### src/hdl/cpu_defines.svh
`ifndef CPU_DEFINES_SVH
`define CPU_DEFINES_SVH

// Datapath word width
`define CPU_XLEN 32

// Word program counter, 128 instructions
`define CPU_PC_W 7

// Data memory word address, 64 words
`define CPU_DMEM_AW 6

// Register specifier width, 32 registers
`define CPU_REG_AW 5

`endif

### src/hdl/pipe_pkg.sv
`default_nettype none
`include "cpu_defines.svh"

package pipe_pkg;

	typedef enum logic [2:0] {
		ALU_ADD = 3'd0,
		ALU_SUB = 3'd1, // Also the beq compare
		ALU_AND = 3'd2,
		ALU_OR  = 3'd3,
		ALU_SLT = 3'd4
	} alu_op_t;

	typedef struct packed {
		logic    reg_write;
		logic    mem_to_reg; // Load data to WB
		logic    mem_read;
		logic    mem_write;
		logic    branch;
		logic    alu_src;    // Immediate as operand B
		logic    reg_dst;    // rd, else rt
		alu_op_t alu_op;
	} ctrl_t;

	//////////////////////////////
	// Stage registers

	typedef struct packed {
		logic                 valid;
		logic [`CPU_PC_W-1:0] pc_next;
		logic [`CPU_XLEN-1:0] instr;
	} if_id_t;

	typedef struct packed {
		logic                   valid;
		ctrl_t                  ctrl;
		logic [`CPU_PC_W-1:0]   pc_next;
		logic [`CPU_XLEN-1:0]   data1;
		logic [`CPU_XLEN-1:0]   data2;
		logic [`CPU_XLEN-1:0]   imm;
		logic [`CPU_REG_AW-1:0] rs;
		logic [`CPU_REG_AW-1:0] rt;
		logic [`CPU_REG_AW-1:0] dst_r;
	} id_ex_t;

	typedef struct packed {
		logic                   valid;
		ctrl_t                  ctrl;
		logic [`CPU_PC_W-1:0]   branch_pc;
		logic                   zero;
		logic [`CPU_XLEN-1:0]   alu_result; // Also the data address
		logic [`CPU_XLEN-1:0]   store_data;
		logic [`CPU_REG_AW-1:0] dst;
	} ex_mem_t;

	typedef struct packed {
		logic                   valid;
		logic                   reg_write;
		logic [`CPU_REG_AW-1:0] dst;
		logic [`CPU_XLEN-1:0]   data;
	} wb_t;

	//////////////////////////////
	// Side ports

	typedef struct packed {
		logic                    en;
		logic [`CPU_DMEM_AW-1:0] addr;
		logic [`CPU_XLEN-1:0]    data;
	} dmem_wr_t;

	typedef enum logic [1:0] {
		FWD_NONE = 2'd0,
		FWD_MEM  = 2'd1, // From EX/MEM
		FWD_WB   = 2'd2  // From MEM/WB
	} fwd_sel_t;

	typedef struct packed {
		logic                 we;
		logic [`CPU_PC_W-1:0] addr;
		logic [`CPU_XLEN-1:0] data;
	} imem_load_t;

endpackage

`default_nettype wire

### src/hdl/execute_stage.sv
`timescale 1ns/1ns
`default_nettype none
`include "cpu_defines.svh"

module execute_stage (
	input  logic               clk,
	input  logic               rst,
	input  logic               enable,
	input  logic               flush,
	input  pipe_pkg::id_ex_t   id_ex,
	input  pipe_pkg::fwd_sel_t fwd_a,
	input  pipe_pkg::fwd_sel_t fwd_b,
	input  pipe_pkg::ex_mem_t  ex_mem_fwd,
	input  pipe_pkg::wb_t      mem_wb,
	output pipe_pkg::ex_mem_t  ex_mem
);

	logic [`CPU_XLEN-1:0] op_a;
	logic [`CPU_XLEN-1:0] rt_val; // Forwarded rt, also store data
	logic [`CPU_XLEN-1:0] op_b;
	logic [`CPU_XLEN-1:0] alu_y;

	function automatic logic [`CPU_XLEN-1:0] fwd_mux(
		input pipe_pkg::fwd_sel_t   sel,
		input logic [`CPU_XLEN-1:0] reg_val,
		input logic [`CPU_XLEN-1:0] mem_val,
		input logic [`CPU_XLEN-1:0] wb_val
	);
		case (sel)
			pipe_pkg::FWD_MEM: return mem_val;
			pipe_pkg::FWD_WB:  return wb_val;
			default:           return reg_val;
		endcase
	endfunction

	assign op_a   = fwd_mux(fwd_a, id_ex.data1, ex_mem_fwd.alu_result, mem_wb.data);
	assign rt_val = fwd_mux(fwd_b, id_ex.data2, ex_mem_fwd.alu_result, mem_wb.data);
	assign op_b   = id_ex.ctrl.alu_src ? id_ex.imm : rt_val;

	always_comb begin
		case (id_ex.ctrl.alu_op)
			pipe_pkg::ALU_ADD: alu_y = op_a + op_b;
			pipe_pkg::ALU_SUB: alu_y = op_a - op_b;
			pipe_pkg::ALU_AND: alu_y = op_a & op_b;
			pipe_pkg::ALU_OR:  alu_y = op_a | op_b;
			pipe_pkg::ALU_SLT: alu_y = {{(`CPU_XLEN-1){1'b0}}, $signed(op_a) < $signed(op_b)};
			default:           alu_y = '0;
		endcase
	end

	always_ff @(posedge clk) begin
		if (rst) begin
			ex_mem.valid <= 1'b0;
			ex_mem.ctrl  <= '0;
		end else if (enable) begin
			if (flush) begin
				ex_mem.valid <= 1'b0; // Younger than the taken beq
				ex_mem.ctrl  <= '0;
			end else begin
				ex_mem.valid      <= id_ex.valid;
				ex_mem.ctrl       <= id_ex.ctrl;
				ex_mem.branch_pc  <= id_ex.pc_next + id_ex.imm[`CPU_PC_W-1:0]; // Word offset
				ex_mem.zero       <= (alu_y == '0);
				ex_mem.alu_result <= alu_y;
				ex_mem.store_data <= rt_val;
				ex_mem.dst        <= id_ex.dst_r;
			end
		end
	end

endmodule

`default_nettype wire

### config.mk
export PLATFORM = sky130hd
export DESIGN_NAME = execute_stage
export DESIGN_NICKNAME = d
export VERILOG_FILES = /design/src/hdl/pipe_pkg.sv /design/src/hdl/execute_stage.sv
export VERILOG_INCLUDE_DIRS = /design/src /design/src/hdl
export SDC_FILE = /design/constraint.sdc
export NUM_CORES = 1
export LEC_CHECK = 0
export BUFFER_PORTS_ARGS = -buffer_cell sky130_fd_sc_hd__buf_2
export CORE_ASPECT_RATIO = 1.25
export CORE_MARGIN = 3
export CORE_UTILIZATION = 56
export CTS_CLUSTER_DIAMETER = 40
export DETAILED_ROUTE_END_ITERATION = 6
export PLACE_DENSITY_LB_ADDON = 0.1
export SYNTH_ARGS = -nofsm -noshare
export SYNTH_HDL_FRONTEND = slang
export SYNTH_SLANG_ARGS = --single-unit
### constraint.sdc
create_clock -name clk -period 7.6 [get_ports clk]
set_input_delay 1.14 -clock clk [delete_from_list [all_inputs] [get_ports clk]]
set_output_delay 1.14 -clock clk [all_outputs]
set_load 0.01 [all_outputs]
==> key figures, run 1 <==
Power and ir drop
  – Maximum vdd drop: 0.101 mV
  – Clock power share: 0.237
  – Power per Cell Area: 175 nW/um2
  – NetSw: 875 uW
  – Comb pwr share: 0.486
  – Sw Ratio: 0.424
  – Tot Pwr: 2.06 mW
  – Sequential share of power: 0.277
  – Cell Int Power: 1.19 mW
  – Static Leakage: 5.28 nW

GRT
  – Gr ovfl total: 0
  – First-pass GRT wire length: 52600 um
  – Vias in the first global route: 10100
  – Initial antenna violation count: 0
  – GRT Overall Usage: 0.336
  – Largest net degree at the start of global routing: 60

Clock network
  – CTS tree: yes
  – Clk_lat worst skew: 0.36 ns
  – CTS buffer count: 9
  – Clock Pin Slew Worst Setup and Hold Paths: 0.08 ns
  – # clock sinks: 88
  – CTS resizes: 0
  – H-Tree Depth: 3
  – Largest buffer count on any clock path: 2
  – Hold Buf Count CTS: 0
  – Clock root cell: clkbuf_16
  – Post-CTS Setup Bufs: 0

Synthesis
  – Top cells by area, synth: edfxtp_1 (23%), ha_1 (14%), a21oi_1 (5.9%)
  – Library cells used by synthesis: 83
  – Cell with the most instances after synthesis: nand2_1
  – Avg Inst Size Synth: 7.76 um2
  – Post-synth top cells: nand2_1 (132), inv_1 (124), a21oi_1 (117)
  – Main flop type after synthesis: edfxtp_1
  – Post-synthesis register bit count: 88
  – Syn Std Cell Area: 9990 um2
  – Number of synthesized flops with an enable pin: 77
  – Mapped Cells: 1288
  – YS warnings: 0
  – Yosys top cell area share: 0.231
  – Largest area contributor in the synthesized netlist: edfxtp_1
  – Synth Net Count: 1669
  – Sequential area share after synthesis: 0.253
  – Asr flop ratio synth: 0

Placement
  – I/O Buffers: 278
  – Placed inst area: 11500 um2
  – Hpwl dp: 26900 um
  – GPL Wtd Cong: 0.998

Route
  – DR iter-0 viols: 969
  – Drt total wl: 34200 um
  – Met2 wire len: 16500 um
  – Top Layer Used: met4
  – DR vias: 10600
  – ANT nets after route: 0
  – Drc violations: 0
  – M1 wire length: 13500 um
  – Met3 Wirelength: 2440 um
  – Avg WL per Cell: 19.6 um
  – Drt pass-1 iters: 7
  – DR vias/cell: 6.07

Worst setup path
  – R2r setup slk: 6.87 ns
  – CP max stage delay: 0.65 ns
  – Critical Path Start Type: input port
  – Kind of critical path: input port to register
  – CP max-delay cell: or4_1
  – Worst Setup End Kind: register
  – Critical path, cell by cell: buf_2 -> inv_1 -> ha_1 -> buf_4 -> a22oi_1 -> o21ai_0 -> ha_1 -> a21oi_1 -> o21ai_0 -> o21bai_1 -> a311oi_1 -> mux2i_1 -> xnor2_1 -> o22ai_1 -> or4_1 -> or4b_4 -> nor4_2
  – Required time worst endpoint: 7.79 ns
  – Worst Path Max Fanout: 17
  – Crit path DAT: 6.57 ns

STA
  – Rel. slew slack: 0.331
  – RSZ-0062 raised after global routing: no
  – Final hold vios: 0
  – Max Fclk: 157 MHz
  – Tcrit/Tclk final: 0.839
  – Slew @ Worst Pin: 1.00 ns
  – Final setup vio count: 0
  – Tmin final: 6.38 ns
  – Worst Skew: 0 ns
  – Slew Limit Fails: 0
  – Setup TNS Final: 0 ns

Final layout
  – Filler cell count: 1591
  – Fin nets: 1895
  – Area of the multi-input gates: 6590 um2
  – Register area: 2530 um2
  – Top flop regs: ex_mem (88)
  – Final instance area: 11800 um2
  – Biggest register: ex_mem
  – Max reg flops: 88
  – Area grow syn2layout: 17.8%
  – Layout cells sized above 1: 0.236

Floorplan
  – Die area: 19500 um2
  – DIE HEIGHT: 155 um
  – Rows: 54
  – Starting Density: 0.571
  – Die width: 125 um
  – Placeable Area: 17500 um2
  – Io pins: 352

Run status
  – Run status: complete, no violations

Hold path
  – Hold Crit Class: register to register

Flow run
  – Max_cap viols: 0
==> stage by stage <==
step	hold WS (ns)	instances	util	setup WS, ns
after detailed placement	0.458	1727	0.655	0.933
after CTS	0.469	1743	0.673	1.29
final	0.467	1744	0.673	1.22
after floorplan	0.484	1288	-	2.00
after global placement	0.452	1727	0.655	1.01
after global routing	0.496	1743	0.673	0.870
==> worst max-delay path: cells and delay by family <==
family / cells / cell delay, ns
multiplexers: 1 / 0.12
AND/OR/NAND/NOR: 3 / 1.40
adder cells (fa/ha/maj): 2 / 1.09
AO/OA/AOI/OAI: 7 / 2.12
buffers and inverters: 3 / 0.52
XOR/XNOR: 1 / 0.15
==> placed cells by master, fill, tap and decap left out, types with 14 or more instances in the layout <==
cell type	instances
buf_2	278
nand2_1	132
inv_1	124
a21oi_1	117
ha_1	112
o21ai_0	109
nor2_1	101
edfxtp_1	77
a22oi_1	64
xnor2_1	24
buf_4	22
nor2b_1	20
a211oi_1	19
o31ai_1	19
nand2b_1	18
nor3_1	16
a31oi_1	14
o211ai_1	14
==> worst paths after layout <==
kind,start,end,cells past startpoint
max,fwd_a[1],ex_mem[69]$_DFFE_PP_,17
min,ex_mem[79]$_SDFFE_PP0P_,ex_mem[79]$_SDFFE_PP0P_,2
max reg2reg,ex_mem[83]$_SDFFE_PP0P_,ex_mem[83]$_SDFFE_PP0P_,3
min reg2reg,ex_mem[79]$_SDFFE_PP0P_,ex_mem[79]$_SDFFE_PP0P_,2
==> power groups by stage <==
stage,clock network (mW),logic [mW],registers (mW)
floorplan,0,0.679,0.599
global placement,0,0.970,0.582
detailed placement,0,0.981,0.583
CTS,0.490,0.987,0.572
global route,0.504,1.10,0.574
finish,0.488,1.00,0.572
==> kinds of logic after synthesis <==
kind of cell,Yosys count,share of synthesized area
xor+xnor,28,0.0245
fa+ha+maj,117,0.149
simple gates,366,0.175
compound gates,465,0.305
mux,5,0.00513
flops,88,0.253
buf+inv,219,0.0881
==> layer usage <==
metal / vias to the layer above / GRT usage
met3: 111 / 0.0457
li1: 5079 / -
met1: 4876 / 0.404
met4: 0 / 0.181
met5: - / 0
met2: 525 / 0.580
==> layout make-up <==
type	count	area share
Clock buffer	9	0.0191
Inverter	134	0.0427
Clock inverter	7	0.00670
Multi-Input combinational cell	981	0.560
Timing Repair Buffer	300	0.132
Sequential cell	88	0.215
Antenna cell	1	0.000213
Tap cell	224	0.0238
Power figures use the tool's default switching activity.
==> inputs of run 2 (changes only) <==
--- a/config.mk
+++ b/config.mk
@@ -9,7 +9,7 @@
 export BUFFER_PORTS_ARGS = -buffer_cell sky130_fd_sc_hd__buf_2
 export CORE_ASPECT_RATIO = 1.25
 export CORE_MARGIN = 3
-export CORE_UTILIZATION = 56
+export CORE_UTILIZATION = 47
 export CTS_CLUSTER_DIAMETER = 40
 export DETAILED_ROUTE_END_ITERATION = 6
 export PLACE_DENSITY_LB_ADDON = 0.1
==> constraint.sdc (replaced) <==
create_clock -name clk -period 5.8 [get_ports clk]
set_input_delay 0.87 -clock clk [delete_from_list [all_inputs] [get_ports clk]]
set_output_delay 0.87 -clock clk [all_outputs]
set_load 0.01 [all_outputs]
==> run 2 against run 1 <==
Largest power group unchanged. Combinational power is 67% higher. Die area grew 18%. Core utilization is 2.1 points lower. Sequential cell count unchanged. Largest cell class unchanged.
==> key figures, run 2 (synthesized netlist as in run 1, its figures left out) <==
Run status
  – Run status: complete, no violations

GRT
  – First-pass GRT wire length: 57200 um (+8.6%)
  – Gr ovfl total: 0 (unchanged)
  – Initial antenna violation count: 1 (+1)
  – GRT Overall Usage: 0.321 (-0.0146)
  – Largest net degree at the start of global routing: 39 (-35%)
  – Vias in the first global route: 10700 (+5.6%)

Worst setup path
  – Critical Path Start Type: input port
  – Worst r2r src: ex_mem[83]$_SDFFE_PP0P_
  – Crit path DAT: 5.73 ns (-0.84 ns)
  – Required time worst endpoint: 5.98 ns (-1.81 ns)
  – Kind of critical path: input port to register
  – Worst Path Max Fanout: 11 (-6)
  – Critical Path Start: fwd_b[0]
  – Worst Setup End Kind: register
  – R2R cell count: 3 (unchanged)

STA
  – Slew Limit Fails: 0 (unchanged)
  – RSZ-0062 raised after global routing: no
  – Final setup vio count: 0 (unchanged)
  – Min Hold Slack: 0.467 ns (+0.00000400 ns)
  – Rel. slew slack: 0.386 (+0.0552)
  – Final hold vios: 0 (unchanged)
  – Slew @ Worst Pin: 0.919 ns (-0.0848 ns)
  – Tcrit/Tclk final: 0.956
  – Tmin final: 5.54 ns
  – Max Fclk: 180 MHz
  – Worst Skew: 0 ns (unchanged)

Placement
  – Hpwl dp: 31400 um (+17%)
  – I/O Buffers: 278 (unchanged)
  – Placed insts: 1998 (+16%)
  – GPL Wtd Cong: 0.958 (-3.9%)
  – Placed inst area: 13300 um2 (+16%)

Clock network
  – Clock root cell: clkbuf_16
  – H-Tree Depth: 3 (unchanged)
  – # clock sinks: 88 (unchanged)
  – CTS tree: yes
  – Post-CTS Setup Bufs: 0 (unchanged)
  – Clock Pin Slew Worst Setup and Hold Paths: 0.07 ns (about the same)
  – CTS buffer count: 9 (unchanged)
  – CTS resizes: 0 (unchanged)
  – Clk_lat worst skew: 0.35 ns (about the same)
  – Hold Buf Count CTS: 0 (unchanged)
  – Largest buffer count on any clock path: 2 (unchanged)

Floorplan
  – Starting Density: 0.478 (-0.0927)
  – DIE HEIGHT: 169 um (+8.8%)
  – Die area: 23100 um2 (+18%)
  – Rows: 59 (+9.3%)
  – Die width: 136 um (+8.7%)
  – Io pins: 352 (unchanged)
  – Placeable Area: 20900 um2 (+19%)

Final layout
  – Area of the multi-input gates: 6590 um2 (unchanged)
  – Layout cells sized above 1: 0.333 (+0.0970)
  – Fin nets: 2116 (+12%)
  – Top flop regs: ex_mem (88)
  – Area grow syn2layout: 36.3%
  – Cell Count, Final, Fillers Out: 2015 (+16%)
  – Final instance area: 13600 um2 (+16%)
  – Max reg flops: 88 (unchanged)
  – Filler cell count: 1902 (+20%)
  – Layout Utilization: 0.652 (-0.0208)
  – Register area: 2530 um2 (unchanged)
  – Most common cell after layout, fill and taps aside: buf_2
  – Most frequent cells in the layout: buf_2 (278), buf_4 (233), nand2_1 (132)
  – Biggest register: ex_mem

Route
  – ANT nets after route: 0 (unchanged)
  – DR iter-0 viols: 950 (-2.0%)
  – DR vias: 11200 (+5.8%)
  – Drc violations: 0 (unchanged)
  – DR vias/cell: 5.56 (-8.5%)
  – Drt pass-1 iters: 7 (unchanged)
  – Avg WL per Cell: 19.1 um (-2.9%)
  – Drt total wl: 38400 um (+12%)

Hold path
  – Hold path depth: 2 (unchanged)
  – Hold path start: ex_mem[77]$_SDFFE_PP0P_
  – Hold Crit Class: register to register

Flow run
  – Max_cap viols: 0 (unchanged)

Power and ir drop
  – Power per Cell Area: 225 nW/um2 (+28%)
  – Static Leakage: 6.41 nW (+21%)
  – Tot Pwr: 3.06 mW (+48%)
  – Maximum vdd drop: 0.163 mV (+61%)
[run 2: cell count changes in the layout (fill, tap and decap cells not counted)]
cell,previous run,this run
buf_4,22,233
clkinv_4,1,2
buf_12,0,10
inv_6,2,1
[run 2: path summary, 6_finish.rpt]
| check | to | slack (ns) |
|---|---|---|
| worst max-delay path | ex_mem[69]$_DFFE_PP_ | 0.26 |
| worst min-delay path | ex_mem[77]$_SDFFE_PP0P_ | 0.47 |
| worst max register to register | ex_mem[83]$_SDFFE_PP0P_ | 5.06 |
| worst min register to register | ex_mem[77]$_SDFFE_PP0P_ | 0.47 |
[run 2: cell type report]
cell class | count | area share
timing repair buffer | 521 | 0.245
antenna | 1 | 0.000184
multi-input combinational | 981 | 0.484
inverter | 134 | 0.0369
clock buffer | 9 | 0.0165
sequential | 88 | 0.186
tap | 274 | 0.0252
clock inverter | 7 | 0.00579
[run 2: where the power goes]
| part | total [mW] | switching (mW) | internal (mW) |
|---|---|---|---|
| Clock | 0.640 | 0.300 | 0.340 |
| Combinational | 1.67 | 0.928 | 0.741 |
| Sequential | 0.749 | 0.00819 | 0.741 |
[run 2: stage by stage]
| step | setup WS (ns) | TNS [ns] |
|---|---|---|
| 6_report | 0.255 | 0 |
| 5_1_grt | 0.0363 | 0 |
| 4_1_cts | 0.312 | 0 |
| 3_5_place_dp | -0.0255 | -0.0255 |
| 3_3_place_gp | -0.0270 | -0.0270 |
| 2_1_floorplan | 0.470 | 0 |
[run 2: critical path, stage by stage]
cell,delay [ns]
buf_2,0.09
inv_1,0.04
ha_2,0.21
buf_12,0.15
buf_4,0.14
a22oi_1,0.16
nor2_1,0.05
a21oi_1,0.14
o21ai_0,0.16
buf_4,0.18
ha_1,0.47
inv_1,0.14
a2111oi_2,0.42
a21oi_1,0.18
a211o_1,0.40
a21o_1,0.22
a311oi_1,0.41
xor2_1,0.12
a221o_1,0.40
nor2_1,0.10
or4b_4,0.46
nor4_2,0.20
[run 2: layer usage]
metal,routed length (um),track usage,vias up
li1,-,-,5525
met1,15400,0.390,5105
met3,2590,0.0455,80
met2,18800,0.562,491
met4,1620,0.138,0
met5,0,0,-
